===== src/mips_pkg.sv =====
package mips_pkg;

    typedef logic [31:0] word_t;
    typedef logic [4:0]  reg_addr_t;
    typedef logic [11:0] alu_op_t;

    // ~~~~~~~~~~~~~~~~~~~~~~~~~~~~~~~~~~~~~~~~~~~~~~~~~~~~~~~~~~
    // alu ops, one bit each
    // ~~~~~~~~~~~~~~~~~~~~~~~~~~~~~~~~~~~~~~~~~~~~~~~~~~~~~~~~~~
    localparam alu_op_t ALU_ADD  = 12'h001;
    localparam alu_op_t ALU_SUB  = 12'h002;
    localparam alu_op_t ALU_SLT  = 12'h004;
    localparam alu_op_t ALU_SLTU = 12'h008;
    localparam alu_op_t ALU_SLL  = 12'h010;
    localparam alu_op_t ALU_SRL  = 12'h020;
    localparam alu_op_t ALU_SRA  = 12'h040;
    localparam alu_op_t ALU_LUI  = 12'h080;
    localparam alu_op_t ALU_OR   = 12'h100;
    localparam alu_op_t ALU_XOR  = 12'h200;
    localparam alu_op_t ALU_AND  = 12'h400;
    localparam alu_op_t ALU_NOR  = 12'h800;

    // ~~~~~~~~~~~~~~~~~~~~~~~~~~~~~~~~~~~~~~~~~~~~~~~~~~~~~~~~~~
    // opcodes
    // ~~~~~~~~~~~~~~~~~~~~~~~~~~~~~~~~~~~~~~~~~~~~~~~~~~~~~~~~~~
    localparam logic [5:0] OP_SPECIAL = 6'h00;
    localparam logic [5:0] OP_REGIMM  = 6'h01;
    localparam logic [5:0] OP_J       = 6'h02;
    localparam logic [5:0] OP_JAL     = 6'h03;
    localparam logic [5:0] OP_BEQ     = 6'h04;
    localparam logic [5:0] OP_BNE     = 6'h05;
    localparam logic [5:0] OP_BLEZ    = 6'h06;
    localparam logic [5:0] OP_BGTZ    = 6'h07;
    localparam logic [5:0] OP_ADDI    = 6'h08;
    localparam logic [5:0] OP_ADDIU   = 6'h09;
    localparam logic [5:0] OP_SLTI    = 6'h0a;
    localparam logic [5:0] OP_SLTIU   = 6'h0b;
    localparam logic [5:0] OP_ANDI    = 6'h0c;
    localparam logic [5:0] OP_ORI     = 6'h0d;
    localparam logic [5:0] OP_XORI    = 6'h0e;
    localparam logic [5:0] OP_LUI     = 6'h0f;
    localparam logic [5:0] OP_LB      = 6'h20;
    localparam logic [5:0] OP_LH      = 6'h21;
    localparam logic [5:0] OP_LWL     = 6'h22;
    localparam logic [5:0] OP_LW      = 6'h23;
    localparam logic [5:0] OP_LBU     = 6'h24;
    localparam logic [5:0] OP_LHU     = 6'h25;
    localparam logic [5:0] OP_LWR     = 6'h26;
    localparam logic [5:0] OP_SB      = 6'h28;
    localparam logic [5:0] OP_SH      = 6'h29;
    localparam logic [5:0] OP_SW      = 6'h2b;

    // special function field
    localparam logic [5:0] FN_SLL   = 6'h00;
    localparam logic [5:0] FN_SRL   = 6'h02;
    localparam logic [5:0] FN_SRA   = 6'h03;
    localparam logic [5:0] FN_SLLV  = 6'h04;
    localparam logic [5:0] FN_SRLV  = 6'h06;
    localparam logic [5:0] FN_SRAV  = 6'h07;
    localparam logic [5:0] FN_JR    = 6'h08;
    localparam logic [5:0] FN_JALR  = 6'h09;
    localparam logic [5:0] FN_MFHI  = 6'h10;
    localparam logic [5:0] FN_MTHI  = 6'h11;
    localparam logic [5:0] FN_MFLO  = 6'h12;
    localparam logic [5:0] FN_MTLO  = 6'h13;
    localparam logic [5:0] FN_MULT  = 6'h18;
    localparam logic [5:0] FN_MULTU = 6'h19;
    localparam logic [5:0] FN_DIV   = 6'h1a;
    localparam logic [5:0] FN_DIVU  = 6'h1b;
    localparam logic [5:0] FN_ADD   = 6'h20;
    localparam logic [5:0] FN_ADDU  = 6'h21;
    localparam logic [5:0] FN_SUB   = 6'h22;
    localparam logic [5:0] FN_SUBU  = 6'h23;
    localparam logic [5:0] FN_AND   = 6'h24;
    localparam logic [5:0] FN_OR    = 6'h25;
    localparam logic [5:0] FN_XOR   = 6'h26;
    localparam logic [5:0] FN_NOR   = 6'h27;
    localparam logic [5:0] FN_SLT   = 6'h2a;
    localparam logic [5:0] FN_SLTU  = 6'h2b;

    // regimm branches live in the rt field
    localparam reg_addr_t RT_BLTZ   = 5'h00;
    localparam reg_addr_t RT_BGEZ   = 5'h01;
    localparam reg_addr_t RT_BLTZAL = 5'h10;
    localparam reg_addr_t RT_BGEZAL = 5'h11;

    typedef struct packed {
        logic seq;
        logic branch;
        logic jump;
        logic jreg;
    } next_pc_sel_t;

    typedef struct packed {
        alu_op_t alu_op;
        logic    a_is_pc;
        logic    a_is_rs;
        logic    a_is_shamt;
        logic    b_is_rt;
        logic    b_is_imm;
        logic    b_is_8;
        logic    imm_sign_ext;
        logic    mem_w;
        logic    mem_b;
        logic    mem_h;
        logic    mem_bu;
        logic    mem_hu;
        logic    mem_wen;
        logic    lwl;
        logic    lwr;
        logic    reg_write;
        logic    wa_rd;
        logic    wa_rt;
        logic    wa_31;
        logic    wb_is_mem;
        logic    res_alu;
        logic    res_hi;
        logic    res_lo;
        logic    is_mult;
        logic    is_multu;
        logic    is_div;
        logic    is_divu;
        logic    hi_wen;
        logic    lo_wen;
    } ctrl_t;

    typedef struct packed {
        logic      valid;
        word_t     alu_result;
        word_t     store_data;
        reg_addr_t dest;
        logic      mem_w;
        logic      mem_b;
        logic      mem_h;
        logic      mem_bu;
        logic      mem_hu;
        logic      mem_wen;
        logic      lwl;
        logic      lwr;
        logic      reg_write;
        logic      wb_is_mem;
        logic      res_alu;
        logic      res_hi;
        logic      res_lo;
        logic      is_mult;
        logic      is_multu;
        logic      is_div;
        logic      is_divu;
        logic      hi_wen;
        logic      lo_wen;
    } ex_out_t;

endpackage


===== src/branch_ctrl.sv =====
`timescale 1ns/1ps

module branch_ctrl (
    input  logic                en,
    input  logic [5:0]          opcode,
    input  mips_pkg::reg_addr_t rt,
    input  mips_pkg::word_t     rs_data,
    input  mips_pkg::word_t     rt_data,
    output logic                take,
    output logic                link
);

    logic is_regimm;
    logic eq;
    logic rs_neg;
    logic rs_zero;
    logic ltz;
    logic gez;
    logic cond;

    assign is_regimm = opcode == mips_pkg::OP_REGIMM;
    assign eq        = rs_data == rt_data;
    assign rs_neg    = rs_data[31];
    assign rs_zero   = rs_data == '0;

    // regimm flavours with and without link
    assign ltz = is_regimm & ((rt == mips_pkg::RT_BLTZ) | (rt == mips_pkg::RT_BLTZAL));
    assign gez = is_regimm & ((rt == mips_pkg::RT_BGEZ) | (rt == mips_pkg::RT_BGEZAL));

    assign cond = ((opcode == mips_pkg::OP_BEQ) & eq)
                | ((opcode == mips_pkg::OP_BNE) & ~eq)
                | ((opcode == mips_pkg::OP_BLEZ) & (rs_neg | rs_zero))
                | ((opcode == mips_pkg::OP_BGTZ) & ~rs_neg & ~rs_zero)
                | (ltz & rs_neg)
                | (gez & ~rs_neg);

    assign take = en & cond;

    // r31 gets pc+8 even when not taken
    assign link = is_regimm & ((rt == mips_pkg::RT_BLTZAL) | (rt == mips_pkg::RT_BGEZAL));

endmodule


===== src/control.sv =====
`timescale 1ns/1ps

module control (
    input  logic                   id_valid,
    input  logic [5:0]             opcode,
    input  logic [5:0]             func,
    input  mips_pkg::reg_addr_t    rt,
    input  mips_pkg::word_t        rs_data,
    input  mips_pkg::word_t        rt_data,
    output mips_pkg::ctrl_t        ctrl,
    output mips_pkg::next_pc_sel_t next_pc_sel
);

    logic is_rtype, imm_arith, is_load, is_store;
    logic is_addi, is_addiu, is_slti, is_sltiu, is_andi, is_ori, is_xori, is_lui;
    logic is_j, is_jal;
    logic is_lb, is_lbu, is_lh, is_lhu, is_lw, is_lwl, is_lwr, is_sb, is_sh, is_sw;
    logic r_add, r_sub, r_slt, r_sltu, r_sll, r_srl, r_sra, shift_const;
    logic r_or, r_xor, r_and, r_nor, r_jr, r_jalr, r_write;
    logic r_mfhi, r_mflo, r_mthi, r_mtlo, r_mult, r_multu, r_div, r_divu;
    logic br_take, br_link, link, link_31;
    logic pc_jump, pc_jreg;

    // ~~~~~~~~~~~~~~~~~~~~~~~~~~~~~~~~~~~~~~~~~~~~~~~~~~~~~~~~~~
    // opcode decode
    // ~~~~~~~~~~~~~~~~~~~~~~~~~~~~~~~~~~~~~~~~~~~~~~~~~~~~~~~~~~
    assign is_rtype = opcode == mips_pkg::OP_SPECIAL;
    assign is_j     = opcode == mips_pkg::OP_J;
    assign is_jal   = opcode == mips_pkg::OP_JAL;
    assign is_addi  = opcode == mips_pkg::OP_ADDI;
    assign is_addiu = opcode == mips_pkg::OP_ADDIU;
    assign is_slti  = opcode == mips_pkg::OP_SLTI;
    assign is_sltiu = opcode == mips_pkg::OP_SLTIU;
    assign is_andi  = opcode == mips_pkg::OP_ANDI;
    assign is_ori   = opcode == mips_pkg::OP_ORI;
    assign is_xori  = opcode == mips_pkg::OP_XORI;
    assign is_lui   = opcode == mips_pkg::OP_LUI;
    assign is_lb    = opcode == mips_pkg::OP_LB;
    assign is_lh    = opcode == mips_pkg::OP_LH;
    assign is_lwl   = opcode == mips_pkg::OP_LWL;
    assign is_lw    = opcode == mips_pkg::OP_LW;
    assign is_lbu   = opcode == mips_pkg::OP_LBU;
    assign is_lhu   = opcode == mips_pkg::OP_LHU;
    assign is_lwr   = opcode == mips_pkg::OP_LWR;
    assign is_sb    = opcode == mips_pkg::OP_SB;
    assign is_sh    = opcode == mips_pkg::OP_SH;
    assign is_sw    = opcode == mips_pkg::OP_SW;

    assign is_load   = is_lb | is_lbu | is_lh | is_lhu | is_lw | is_lwl | is_lwr;
    assign is_store  = is_sb | is_sh | is_sw;
    assign imm_arith = is_addi | is_addiu | is_slti | is_sltiu | is_lui
                     | is_andi | is_ori | is_xori;

    // special funcs, already qualified by is_rtype
    assign r_add  = is_rtype & ((func == mips_pkg::FN_ADD) | (func == mips_pkg::FN_ADDU));
    assign r_sub  = is_rtype & ((func == mips_pkg::FN_SUB) | (func == mips_pkg::FN_SUBU));
    assign r_slt  = is_rtype & (func == mips_pkg::FN_SLT);
    assign r_sltu = is_rtype & (func == mips_pkg::FN_SLTU);
    assign r_sll  = is_rtype & ((func == mips_pkg::FN_SLL) | (func == mips_pkg::FN_SLLV));
    assign r_srl  = is_rtype & ((func == mips_pkg::FN_SRL) | (func == mips_pkg::FN_SRLV));
    assign r_sra  = is_rtype & ((func == mips_pkg::FN_SRA) | (func == mips_pkg::FN_SRAV));
    assign r_or   = is_rtype & (func == mips_pkg::FN_OR);
    assign r_xor  = is_rtype & (func == mips_pkg::FN_XOR);
    assign r_and  = is_rtype & (func == mips_pkg::FN_AND);
    assign r_nor  = is_rtype & (func == mips_pkg::FN_NOR);
    assign r_jr   = is_rtype & (func == mips_pkg::FN_JR);
    assign r_jalr = is_rtype & (func == mips_pkg::FN_JALR);
    assign r_mfhi = is_rtype & (func == mips_pkg::FN_MFHI);
    assign r_mflo = is_rtype & (func == mips_pkg::FN_MFLO);
    assign r_mthi = is_rtype & (func == mips_pkg::FN_MTHI);
    assign r_mtlo = is_rtype & (func == mips_pkg::FN_MTLO);
    assign r_mult  = is_rtype & (func == mips_pkg::FN_MULT);
    assign r_multu = is_rtype & (func == mips_pkg::FN_MULTU);
    assign r_div   = is_rtype & (func == mips_pkg::FN_DIV);
    assign r_divu  = is_rtype & (func == mips_pkg::FN_DIVU);

    // constant shifts take shamt as operand a
    assign shift_const = is_rtype & ((func == mips_pkg::FN_SLL) | (func == mips_pkg::FN_SRL)
                                   | (func == mips_pkg::FN_SRA));

    // no gpr write for jr, hi/lo moves in, mult/div
    assign r_write = is_rtype & ~(r_jr | r_jalr | r_mthi | r_mtlo
                                | r_mult | r_multu | r_div | r_divu);

    assign link    = is_jal | br_link | r_jalr;
    assign link_31 = is_jal | br_link;

    branch_ctrl u_branch_ctrl (
        .en      (id_valid),
        .opcode  (opcode),
        .rt      (rt),
        .rs_data (rs_data),
        .rt_data (rt_data),
        .take    (br_take),
        .link    (br_link)
    );

    // ~~~~~~~~~~~~~~~~~~~~~~~~~~~~~~~~~~~~~~~~~~~~~~~~~~~~~~~~~~
    // steering
    // ~~~~~~~~~~~~~~~~~~~~~~~~~~~~~~~~~~~~~~~~~~~~~~~~~~~~~~~~~~
    always_comb begin
        ctrl.alu_op =
              ({12{r_add | is_addi | is_addiu | is_load | is_store | link}} & mips_pkg::ALU_ADD)
            | ({12{r_sub}}             & mips_pkg::ALU_SUB)
            | ({12{r_slt | is_slti}}   & mips_pkg::ALU_SLT)
            | ({12{r_sltu | is_sltiu}} & mips_pkg::ALU_SLTU)
            | ({12{r_sll}}             & mips_pkg::ALU_SLL)
            | ({12{r_srl}}             & mips_pkg::ALU_SRL)
            | ({12{r_sra}}             & mips_pkg::ALU_SRA)
            | ({12{is_lui}}            & mips_pkg::ALU_LUI)
            | ({12{r_or | is_ori}}     & mips_pkg::ALU_OR)
            | ({12{r_xor | is_xori}}   & mips_pkg::ALU_XOR)
            | ({12{r_and | is_andi}}   & mips_pkg::ALU_AND)
            | ({12{r_nor}}             & mips_pkg::ALU_NOR);

        ctrl.a_is_pc      = link;          // pc+8 for links
        ctrl.a_is_shamt   = shift_const;
        ctrl.a_is_rs      = ~link & ~shift_const;
        ctrl.b_is_8       = link;
        ctrl.b_is_rt      = is_rtype & ~link;
        ctrl.b_is_imm     = is_load | is_store | imm_arith;
        ctrl.imm_sign_ext = ~(is_andi | is_ori | is_xori);

        ctrl.mem_w   = is_lw | is_lwl | is_lwr | is_sw;
        ctrl.mem_b   = is_lb | is_sb;
        ctrl.mem_h   = is_lh | is_sh;
        ctrl.mem_bu  = is_lbu;
        ctrl.mem_hu  = is_lhu;
        ctrl.mem_wen = is_store;
        ctrl.lwl     = is_lwl;
        ctrl.lwr     = is_lwr;

        ctrl.reg_write = r_write | is_load | link | imm_arith;
        ctrl.wa_31     = link_31;
        ctrl.wa_rd     = is_rtype & ~link_31;
        ctrl.wa_rt     = ~link_31 & ~is_rtype;
        ctrl.wb_is_mem = is_load;

        ctrl.res_hi  = r_mfhi;
        ctrl.res_lo  = r_mflo;
        ctrl.res_alu = ~r_mfhi & ~r_mflo;

        ctrl.is_mult  = r_mult;
        ctrl.is_multu = r_multu;
        ctrl.is_div   = r_div;
        ctrl.is_divu  = r_divu;
        ctrl.hi_wen   = r_mthi;
        ctrl.lo_wen   = r_mtlo;
    end

    assign pc_jump = id_valid & (is_j | is_jal);
    assign pc_jreg = id_valid & (r_jr | r_jalr);

    assign next_pc_sel = '{seq:    ~(br_take | pc_jump | pc_jreg),
                           branch: br_take,
                           jump:   pc_jump,
                           jreg:   pc_jreg};

    always_comb begin
        a_alu_op_onehot: assert final ($onehot0(ctrl.alu_op));
        a_next_pc_onehot: assert final ($onehot(next_pc_sel));
    end

endmodule


===== src/reg_file.sv =====
`timescale 1ns/1ps

module reg_file (
    input  logic                clk,
    input  logic                rst_n,
    input  mips_pkg::reg_addr_t ra1,
    input  mips_pkg::reg_addr_t ra2,
    output mips_pkg::word_t     rd1,
    output mips_pkg::word_t     rd2,
    input  logic                we,
    input  mips_pkg::reg_addr_t wa,
    input  mips_pkg::word_t     wd
);

    mips_pkg::word_t regs [32];

    always_ff @(posedge clk or negedge rst_n) begin
        if (!rst_n) begin
            for (int i = 0; i < 32; i++) begin
                regs[i] <= '0;
            end
        end else if (we && (wa != '0)) begin   // r0 stays zero
            regs[wa] <= wd;
        end
    end

    // no bypass, a write shows up next cycle
    assign rd1 = regs[ra1];
    assign rd2 = regs[ra2];

    a_r0_zero: assert property (@(posedge clk) disable iff (!rst_n)
        ((ra1 == '0) |-> (rd1 == '0)) and ((ra2 == '0) |-> (rd2 == '0)));

endmodule


===== src/alu.sv =====
`timescale 1ns/1ps

module alu (
    input  mips_pkg::alu_op_t op,
    input  mips_pkg::word_t   a,
    input  mips_pkg::word_t   b,
    output mips_pkg::word_t   y
);

    logic [4:0]      sa;
    mips_pkg::word_t sum;
    mips_pkg::word_t diff;
    logic            lt_s;
    logic            lt_u;

    assign sa   = a[4:0];      // shamt or rs, low bits only
    assign sum  = a + b;
    assign diff = a - b;
    assign lt_s = $signed(a) < $signed(b);
    assign lt_u = a < b;

    // and-or mux over the one-hot op
    assign y = ({32{|(op & mips_pkg::ALU_ADD)}}  & sum)
             | ({32{|(op & mips_pkg::ALU_SUB)}}  & diff)
             | ({32{|(op & mips_pkg::ALU_SLT)}}  & {31'd0, lt_s})
             | ({32{|(op & mips_pkg::ALU_SLTU)}} & {31'd0, lt_u})
             | ({32{|(op & mips_pkg::ALU_SLL)}}  & (b << sa))
             | ({32{|(op & mips_pkg::ALU_SRL)}}  & (b >> sa))
             | ({32{|(op & mips_pkg::ALU_SRA)}}  & mips_pkg::word_t'($signed(b) >>> sa))
             | ({32{|(op & mips_pkg::ALU_LUI)}}  & {b[15:0], 16'h0000})
             | ({32{|(op & mips_pkg::ALU_OR)}}   & (a | b))
             | ({32{|(op & mips_pkg::ALU_XOR)}}  & (a ^ b))
             | ({32{|(op & mips_pkg::ALU_AND)}}  & (a & b))
             | ({32{|(op & mips_pkg::ALU_NOR)}}  & ~(a | b));

endmodule


===== src/ex_stage.sv =====
`timescale 1ns/1ps

module ex_stage (
    input  logic                clk,
    input  logic                rst_n,
    input  logic                id_valid,
    input  mips_pkg::ctrl_t     ctrl,
    input  mips_pkg::word_t     pc,
    input  mips_pkg::word_t     rs_data,
    input  mips_pkg::word_t     rt_data,
    input  logic [15:0]         imm,
    input  logic [4:0]          shamt,
    input  mips_pkg::reg_addr_t rd,
    input  mips_pkg::reg_addr_t rt,
    output mips_pkg::ex_out_t   ex_out
);

    mips_pkg::word_t     imm_ext;
    mips_pkg::word_t     op_a;
    mips_pkg::word_t     op_b;
    mips_pkg::word_t     alu_y;
    mips_pkg::reg_addr_t dest;
    mips_pkg::ex_out_t   ex_d;

    assign imm_ext = ctrl.imm_sign_ext ? {{16{imm[15]}}, imm} : {16'h0000, imm};

    // ~~~~~~~~~~~~~~~~~~~~~~~~~~~~~~~~~~~~~~~~~~~~~~~~~~~~~~~~~~
    // operand and destination select on one-hot flags
    // ~~~~~~~~~~~~~~~~~~~~~~~~~~~~~~~~~~~~~~~~~~~~~~~~~~~~~~~~~~
    assign op_a = ({32{ctrl.a_is_pc}}    & pc)
                | ({32{ctrl.a_is_shamt}} & {27'd0, shamt})
                | ({32{ctrl.a_is_rs}}    & rs_data);

    assign op_b = ({32{ctrl.b_is_rt}}  & rt_data)
                | ({32{ctrl.b_is_imm}} & imm_ext)
                | ({32{ctrl.b_is_8}}   & 32'd8);

    assign dest = ({5{ctrl.wa_rd}} & rd)
                | ({5{ctrl.wa_rt}} & rt)
                | ({5{ctrl.wa_31}} & 5'd31);

    alu u_alu (
        .op (ctrl.alu_op),
        .a  (op_a),
        .b  (op_b),
        .y  (alu_y)
    );

    always_comb begin
        ex_d.valid      = id_valid;
        ex_d.alu_result = alu_y;
        ex_d.store_data = rt_data;
        ex_d.dest       = dest;
        ex_d.mem_w      = ctrl.mem_w;
        ex_d.mem_b      = ctrl.mem_b;
        ex_d.mem_h      = ctrl.mem_h;
        ex_d.mem_bu     = ctrl.mem_bu;
        ex_d.mem_hu     = ctrl.mem_hu;
        ex_d.mem_wen    = ctrl.mem_wen & id_valid;
        ex_d.lwl        = ctrl.lwl;
        ex_d.lwr        = ctrl.lwr;
        ex_d.reg_write  = ctrl.reg_write & id_valid;
        ex_d.wb_is_mem  = ctrl.wb_is_mem;
        ex_d.res_alu    = ctrl.res_alu;
        ex_d.res_hi     = ctrl.res_hi;
        ex_d.res_lo     = ctrl.res_lo;
        // state changing md ops also dropped on a bubble
        ex_d.is_mult    = ctrl.is_mult & id_valid;
        ex_d.is_multu   = ctrl.is_multu & id_valid;
        ex_d.is_div     = ctrl.is_div & id_valid;
        ex_d.is_divu    = ctrl.is_divu & id_valid;
        ex_d.hi_wen     = ctrl.hi_wen & id_valid;
        ex_d.lo_wen     = ctrl.lo_wen & id_valid;
    end

    always_ff @(posedge clk or negedge rst_n) begin
        if (!rst_n) begin
            ex_out <= '0;
        end else begin
            ex_out <= ex_d;
        end
    end

    a_sel_onehot: assert property (@(posedge clk) disable iff (!rst_n)
        $onehot0({ctrl.a_is_pc, ctrl.a_is_shamt, ctrl.a_is_rs})
        && $onehot0({ctrl.b_is_rt, ctrl.b_is_imm, ctrl.b_is_8})
        && $onehot0({ctrl.wa_rd, ctrl.wa_rt, ctrl.wa_31}));

endmodule


===== src/mips_id_ex.sv =====
`timescale 1ns/1ps

module mips_id_ex (
    input  logic                   clk,
    input  logic                   rst_n,
    input  logic                   id_valid,
    input  mips_pkg::word_t        instr,
    input  mips_pkg::word_t        pc,
    input  logic                   wb_en,
    input  mips_pkg::reg_addr_t    wb_addr,
    input  mips_pkg::word_t        wb_data,
    output mips_pkg::next_pc_sel_t next_pc_sel,
    output mips_pkg::word_t        branch_target,
    output mips_pkg::word_t        jump_target,
    output mips_pkg::word_t        jr_target,
    output mips_pkg::ex_out_t      ex_out
);

    logic [5:0]          opcode;
    logic [5:0]          func;
    mips_pkg::reg_addr_t rs;
    mips_pkg::reg_addr_t rt;
    mips_pkg::reg_addr_t rd;
    logic [4:0]          shamt;
    logic [15:0]         imm;
    logic [25:0]         instr_index;
    mips_pkg::word_t     pc_plus4;
    mips_pkg::word_t     rs_data;
    mips_pkg::word_t     rt_data;
    mips_pkg::ctrl_t     ctrl;

    // ~~~~~~~~~~~~~~~~~~~~~~~~~~~~~~~~~~~~~~~~~~~~~~~~~~~~~~~~~~
    // fields and targets
    // ~~~~~~~~~~~~~~~~~~~~~~~~~~~~~~~~~~~~~~~~~~~~~~~~~~~~~~~~~~
    assign opcode      = instr[31:26];
    assign rs          = instr[25:21];
    assign rt          = instr[20:16];
    assign rd          = instr[15:11];
    assign shamt       = instr[10:6];
    assign func        = instr[5:0];
    assign imm         = instr[15:0];
    assign instr_index = instr[25:0];

    assign pc_plus4      = pc + 32'd4;   // delay slot pc
    assign branch_target = pc_plus4 + {{14{imm[15]}}, imm, 2'b00};
    assign jump_target   = {pc_plus4[31:28], instr_index, 2'b00};
    assign jr_target     = rs_data;

    control u_control (
        .id_valid    (id_valid),
        .opcode      (opcode),
        .func        (func),
        .rt          (rt),
        .rs_data     (rs_data),
        .rt_data     (rt_data),
        .ctrl        (ctrl),
        .next_pc_sel (next_pc_sel)
    );

    reg_file u_reg_file (
        .clk   (clk),
        .rst_n (rst_n),
        .ra1   (rs),
        .ra2   (rt),
        .rd1   (rs_data),
        .rd2   (rt_data),
        .we    (wb_en),
        .wa    (wb_addr),
        .wd    (wb_data)
    );

    ex_stage u_ex_stage (
        .clk      (clk),
        .rst_n    (rst_n),
        .id_valid (id_valid),
        .ctrl     (ctrl),
        .pc       (pc),
        .rs_data  (rs_data),
        .rt_data  (rt_data),
        .imm      (imm),
        .shamt    (shamt),
        .rd       (rd),
        .rt       (rt),
        .ex_out   (ex_out)
    );

endmodule


===== config.mk =====
export PLATFORM = sky130hd
export DESIGN_NAME = mips_id_ex
export DESIGN_NICKNAME = d
export VERILOG_FILES = /design/src/mips_pkg.sv /design/src/branch_ctrl.sv /design/src/control.sv /design/src/reg_file.sv /design/src/alu.sv /design/src/ex_stage.sv /design/src/mips_id_ex.sv
export SDC_FILE = /design/constraint.sdc
export NUM_CORES = 2
export LEC_CHECK = 0
export ABC_AREA = 1
export BUFFER_PORTS_ARGS = -buffer_cell sky130_fd_sc_hd__buf_2
export CELL_PAD_IN_SITES_DETAIL_PLACEMENT = 1
export CELL_PAD_IN_SITES_GLOBAL_PLACEMENT = 2
export CORE_MARGIN = 10
export CORE_UTILIZATION = 23
export DETAILED_ROUTE_END_ITERATION = 10
export PLACE_DENSITY = 0.66
export SYNTH_ARGS = -nofsm -noshare
export SYNTH_HDL_FRONTEND = slang
export SYNTH_SLANG_ARGS = --single-unit

===== constraint.sdc =====
create_clock -name clk -period 9.35 [get_ports clk]
set_clock_uncertainty 0.15 [all_clocks]
set_input_delay 1.87 -clock clk [delete_from_list [all_inputs] [get_ports clk]]
set_output_delay 1.87 -clock clk [all_outputs]
set_load 0.1 [all_outputs]

## Yosys cells after proc, flatten, opt, wreduce, memory -nomap -nowiden

Cells that the tools add are included.

| word-level totals | value |
|---|---|
| register bits | 1,113 |
| input port bits | 105 |
| output and inout bits | 189 |

| cells by class | value |
|---|---|
| add/subtract/negate cells | 4 |
| order comparisons | 6 |
| equal/unequal tests | 54 |
| reduce and logical (&&, ||, !) cells | 7 |
| bitwise logic cells | 179 |
| shift operators | 3 |
| multiplexer cells | 10 |

Operators by type and width:

| kind | number |
|---|---|
| $bwmux W1024 | 1 |
| $and A32 B32 Y32 | 15 |
| $or A32 B32 Y32 | 15 |
| $bmux W32 S5 | 2 |
| $mux W32 | 6 |
| $demux W32 S5 | 1 |
| $eq A6 B6 Y1 const B | 20 |
| $or A1 B1 Y1 | 65 |
| $add A32 B32 Y32 | 2 |
| $and A32 B1 Y32 | 2 |
| $lt A32 B32 Y1 | 2 |
| $eq A6 B4 Y1 const B | 10 |
| $and A1 B1 Y1 | 49 |
| $eq A6 B5 Y1 const B | 8 |
| $eq A6 B3 Y1 const B | 7 |
| $add A32 B3 Y32 const B | 1 |
| $and A32 B5 Y32 | 1 |
| $eq A32 B32 Y1 | 1 |
| $logic_not A32 Y1 | 1 |
| $not A32 Y32 | 1 |
| $or A32 B4 Y32 | 1 |
| $shl A32 B5 Y32 | 1 |
| $shr A32 B5 Y32 | 1 |
| $sshr A32 B5 Y32 | 1 |
| other kinds (27) | 49 |

## Logic depth before layout (Yosys ltp)

| logic depth | value |
|---|---|
| depth in word-level cells | 33 |
| mapped depth | 33 |
| depth with buffers taken out | 28 |

## By module

Synthesis repeated with hierarchy kept, for this count alone.

| unflattened totals | value |
|---|---|
| cell total of the unflattened synthesis | 11,622 |
| area total of the unflattened synthesis | 74,237.4 um^2 |

Modules (own cells, without submodules):

| module | area each (um^2) | instances | cells each | seq. area each (um^2) |
|---|---|---|---|---|
| reg_file | 56,110.1 | 1 | 8,270 | 25,624.6 |
| alu | 10,371.2 | 1 | 2,159 | 0.0 |
| ex_stage | 3,140.5 | 1 | 317 | 2,227.1 |
| mips_id_ex | 3,005.4 | 1 | 551 | 0.0 |
| control | 848.3 | 1 | 166 | 0.0 |
| branch_ctrl | 762.0 | 1 | 159 | 0.0 |

## Least setup slack after synthesis

Ideal clock, no wire load.

| timing path | value |
|---|---|
| path kind | input to output |
| start point | input port pc[2] |
| end point | output port branch_target[31] |
| arrival time | 6.800 ns |
| cell stages on the path | 26 |
| setup slack | 0.530 ns |
| cell sequence | nand3_1 nor2_1 nand2_1 nor3_2 nand2_1 inv_1 nand3_1 nor3_1 nand2_1 nor2_2 nand2_1 nor2_1 nand2_1 nor2_1 nand3_1 nor2_1 xor2_1 inv_1 ha_1 inv_1 nor3_1 nand2_1 inv_1 a221o_1 a41oi_1 xor2_1 |

| on the way | value |
|---|---|
| word-level cells in the longest chain between the ends | 2 |

Ends and longest elaborated chain:

| element | RTL line | text |
|---|---|---|
| from (decl) | mips_id_ex.sv:8 | `input mips_pkg::word_t pc,` |
| $add A32 B3 Y32 | mips_id_ex.sv:44 | `assign pc_plus4 = pc + 32'd4;` |
| via jump_target[29] | mips_id_ex.sv:14 | `output mips_pkg::word_t jump_target,` |
| $add A32 B32 Y32 | mips_id_ex.sv:45 | `assign branch_target = pc_plus4 + {{14{imm[15]}}, imm, 2'b00};` |
| to (decl) | mips_id_ex.sv:13 | `output mips_pkg::word_t branch_target,` |

The timed path passes the listed nets, and every way through them passes these cells.

==> impl_results.md <==
* Worst hold-check path type: register to register
* Max Clk Rate at 120 MHz
* Largest net degree at the start of global routing at 147
* Worst rel slew slack at 22.1%
* FP Rows at 210
* Non-Filler Instances at 16142
* Layout cells sized above 1 at 7.96%
* Resized cells post-CTS at 0
* Mux share of post-synthesis cell area at 0%
* Later-pin clock latency in the skew report at 0.85 ns
* CTS clock-pin slew for the worst setup and hold paths at 0.06 ns
* Max clock buf depth at 4
* Post-synth cell types at 66
* Drt first-iter violations at 6674
* Drt drc at 0
* Buffers on Ports at 291
* Final nets at 11916
* Hold Vio Cnt, Final at 0
* Number of flops mapped to enable cells by yosys at 0
* Post-Synthesis Cells at 11834
* Post-Synth XOR/XNOR Area at 0.670%
* Lkg Pwr at 43.1 nW
* CTS tree: yes
* PnR Total Power at 17.6 mW
* Slew Viols, Final at 0
* Clock sinks at 1113
* Top_reg_cell synth: dfrtp_1
* Vias in the first global route at 80121
* Core area at 328000 sq um
* CP endpoint kind: primary output
* Worst path required time at 7.33 ns
* Max stage delay cell, worst path: inv_16
* CP Data Arrival Time at 6.30 ns
* Placed insts at 15873
* Most used cell, CP: nand2_1
* Root Buffer: clkbuf_16
* Mapped cell area at 75900 sq um
* Initial antenna violation count at 33
* Post-CTS Hold Buffers at 0
* Post-layout util at 26.4%
* DR pass1 iterations at 6
* Setup_tns at 0 ns
* Total gr overflow at 0
* Largest fanout on the critical path at 105
* Ys Warns at 0
* Final WL at 409 mm
* GRT Util Overall at 22.3%
* Setup Buffers After CTS at 0
* CP Launch Type: input port
* First-pass GRT wire length at 591 mm
* Synth Area in Adders at 2.16%
* Hpwl dp at 264 mm
* Synth Area in Compound Gates at 11.6%
* Clock buffer count from CTS at 153
* Die Area at 353000 sq um
* Overall die width at 594 um
* Seq/Total Area, Yosys at 36.7%
* Crit path cell chain: buf_8, inv_16, buf_12, buf_4, nand2_1, nand3_1, nand2_1, nand2_1, nand3_1, nand2_1, nand2_1, nand2_1, nand2_1, nor3_1, nand2_1, nor2_1, nand2_1, nand3_1, nand4_1, a21oi_1, buf_12
* Period minus WS final at 8.32 ns
* Number of I/O pins at 294
* # H-tree levels at 4
* Final setup violation count at 0
* Maximum VDD drop at 0.000136 V
* Starting Density at 23.1%
* CP max stage delay at 0.46 ns
* Power Density at 204 nW/um^2
* Layout area overhead at 14.0%
* Synth async-reset ratio at 100%
* DR vias at 79556
* Status: finished, final reports clean
* Final worst path period share at 89.0%
* Simple-Gate Fraction of Synth Area at 37.5%
* Syn avg cell area at 6.41 sq um
* Number of synthesized register bits at 1113
* Largest family of logic cells by synthesized area: simple AND/OR/NAND/NOR gates
* WHS at 0.227 ns
* Post-DR vias/cell at 4.93
* Die Ht at 594 um
* DR WL/cell at 25.3 um
* Measured slew at the worst slew-check pin at 1.16 ns
* Crit path kind: input port to primary output
* Antenna-violating nets left at 0
* GPL Wtd Cong at 0.929
* Unrepaired setup endpoints after global routing: no
* Max Cap Viol at 0
logic make-up after synthesis:
| kind of cell | after synthesis |
|---|---|
| AO/OA/AOI/OAI | 1636 |
| XOR/XNOR | 58 |
| adder cells (fa/ha/maj) | 129 |
| buffers and inverters | 2025 |
| flip-flops | 1113 |
| other | 1 |
| AND/OR/NAND/NOR | 6872 |
power by group:
group	total (mW)	switching [mW]	internal, mW
sequential	6.26	0.568	5.69
combinational	5.26	3.85	1.41
clock	6.13	2.48	3.65
total	17.6	6.90	10.7
final timing paths:
path,cells past startpoint,end,startpoint,slack [ns]
hold reg to reg,0,u_reg_file.regs[1018]$_DFFE_PN0P_,u_reg_file.regs[1018]$_DFFE_PN0P_,0.23
hold / removal,0,u_reg_file.regs[1018]$_DFFE_PN0P_,u_reg_file.regs[1018]$_DFFE_PN0P_,0.23
setup / recovery,21,next_pc_sel[3],instr[21],1.03
max in group asynchronous,3,u_reg_file.regs[508]$_DFFE_PN0P_,rst_n,6.32
min in group asynchronous,1,u_reg_file.regs[421]$_DFFE_PN0P_,rst_n,0.85
setup reg to reg,26,u_ex_stage.ex_out[75]$_DFF_PN0_,u_reg_file.regs[1]$_DFFE_PN0P_,3.81
synth_stat cells (6+ instances only):
library cell     n  share of area (%)
nand2_1       4644                 23
nand3_1       1628                 11
inv_1         1165                5.8
o21ai_0       1147                7.6
dfrtp_1       1113                 37
clkbuf_1       409                2.0
nor2_1         371                1.8
buf_2          253                1.7
a21oi_1        251                1.7
ha_1           126                2.1
buf_4           97               0.96
nand4_1         57               0.47
o211ai_1        52               0.51
nor3_1          51               0.34
xor2_1          46               0.53
or2_2           42               0.35
buf_1           38               0.19
buf_6           38               0.56
o22ai_1         30               0.25
a221oi_1        20               0.23
a21oi_2         16               0.18
inv_2           16              0.079
nand2_2         16               0.13
a21boi_0        14               0.14
a31oi_1         14               0.12
o21ai_1         14              0.092
and2_1          13               0.11
a211oi_1        12               0.12
xnor2_1         12               0.14
nor2_2          11              0.091
o21a_1           9              0.089
o221ai_1         9               0.10
nor4_1           8              0.066
o21bai_1         7              0.069
a21boi_1         6              0.059
a21boi_2         6              0.089
stage by stage:
stage,area [sq um],setup slack (ns)
after detailed placement,81400,0.987
final,86500,1.03
after global routing,86500,0.632
after floorplan,75900,0.530
after global placement,81400,0.931
after CTS,86500,1.14
sequential cells by signal, summed over array words and instances, names as in the netlist:
signal and count:
u_ex_stage.ex_out 89, u_reg_file.regs 1024
critical path, delay by kind of cell:
family / cells / cell delay [ns]
simple gates: 15 / 2.48
buf+inv: 5 / 1.46
compound gates: 1 / 0.32
placed cells by master, fill, tap and decap left out, types with 42 or more instances in the layout:
cell type	synthesis	routed
nand2_1	4644	4618
nand3_1	1628	1628
inv_1	1165	1160
o21ai_0	1147	1147
dfrtp_1	1113	1113
nor2_1	371	366
buf_2	253	278
a21oi_1	251	251
buf_4	97	196
clkbuf_16	0	155
ha_1	126	126
nand4_1	57	57
o211ai_1	52	52
buf_12	0	48
xor2_1	46	46
nor3_1	51	45
or2_2	42	42
area by class of cell:
cell class / instances / area, sq um
Clock inverter: 43 / 568
Fill cell: 41263 / 241000
Antenna cell: 6 / 15.0
Timing Repair Buffer: 527 / 3900
Inverter: 1190 / 4540
Clock buffer: 220 / 4470
Sequential cell: 1113 / 27900
Multi-Input combinational cell: 8697 / 39700
Tap cell: 4346 / 5440
metal layers:
metal	GRT usage (%)	share of wire [%]
met4	7.06	3.6
met5	0	0.022
met1	30.3	46
met3	3.18	5.1
met2	36.3	45
Note: power is estimated with default switching activity, not from simulation.
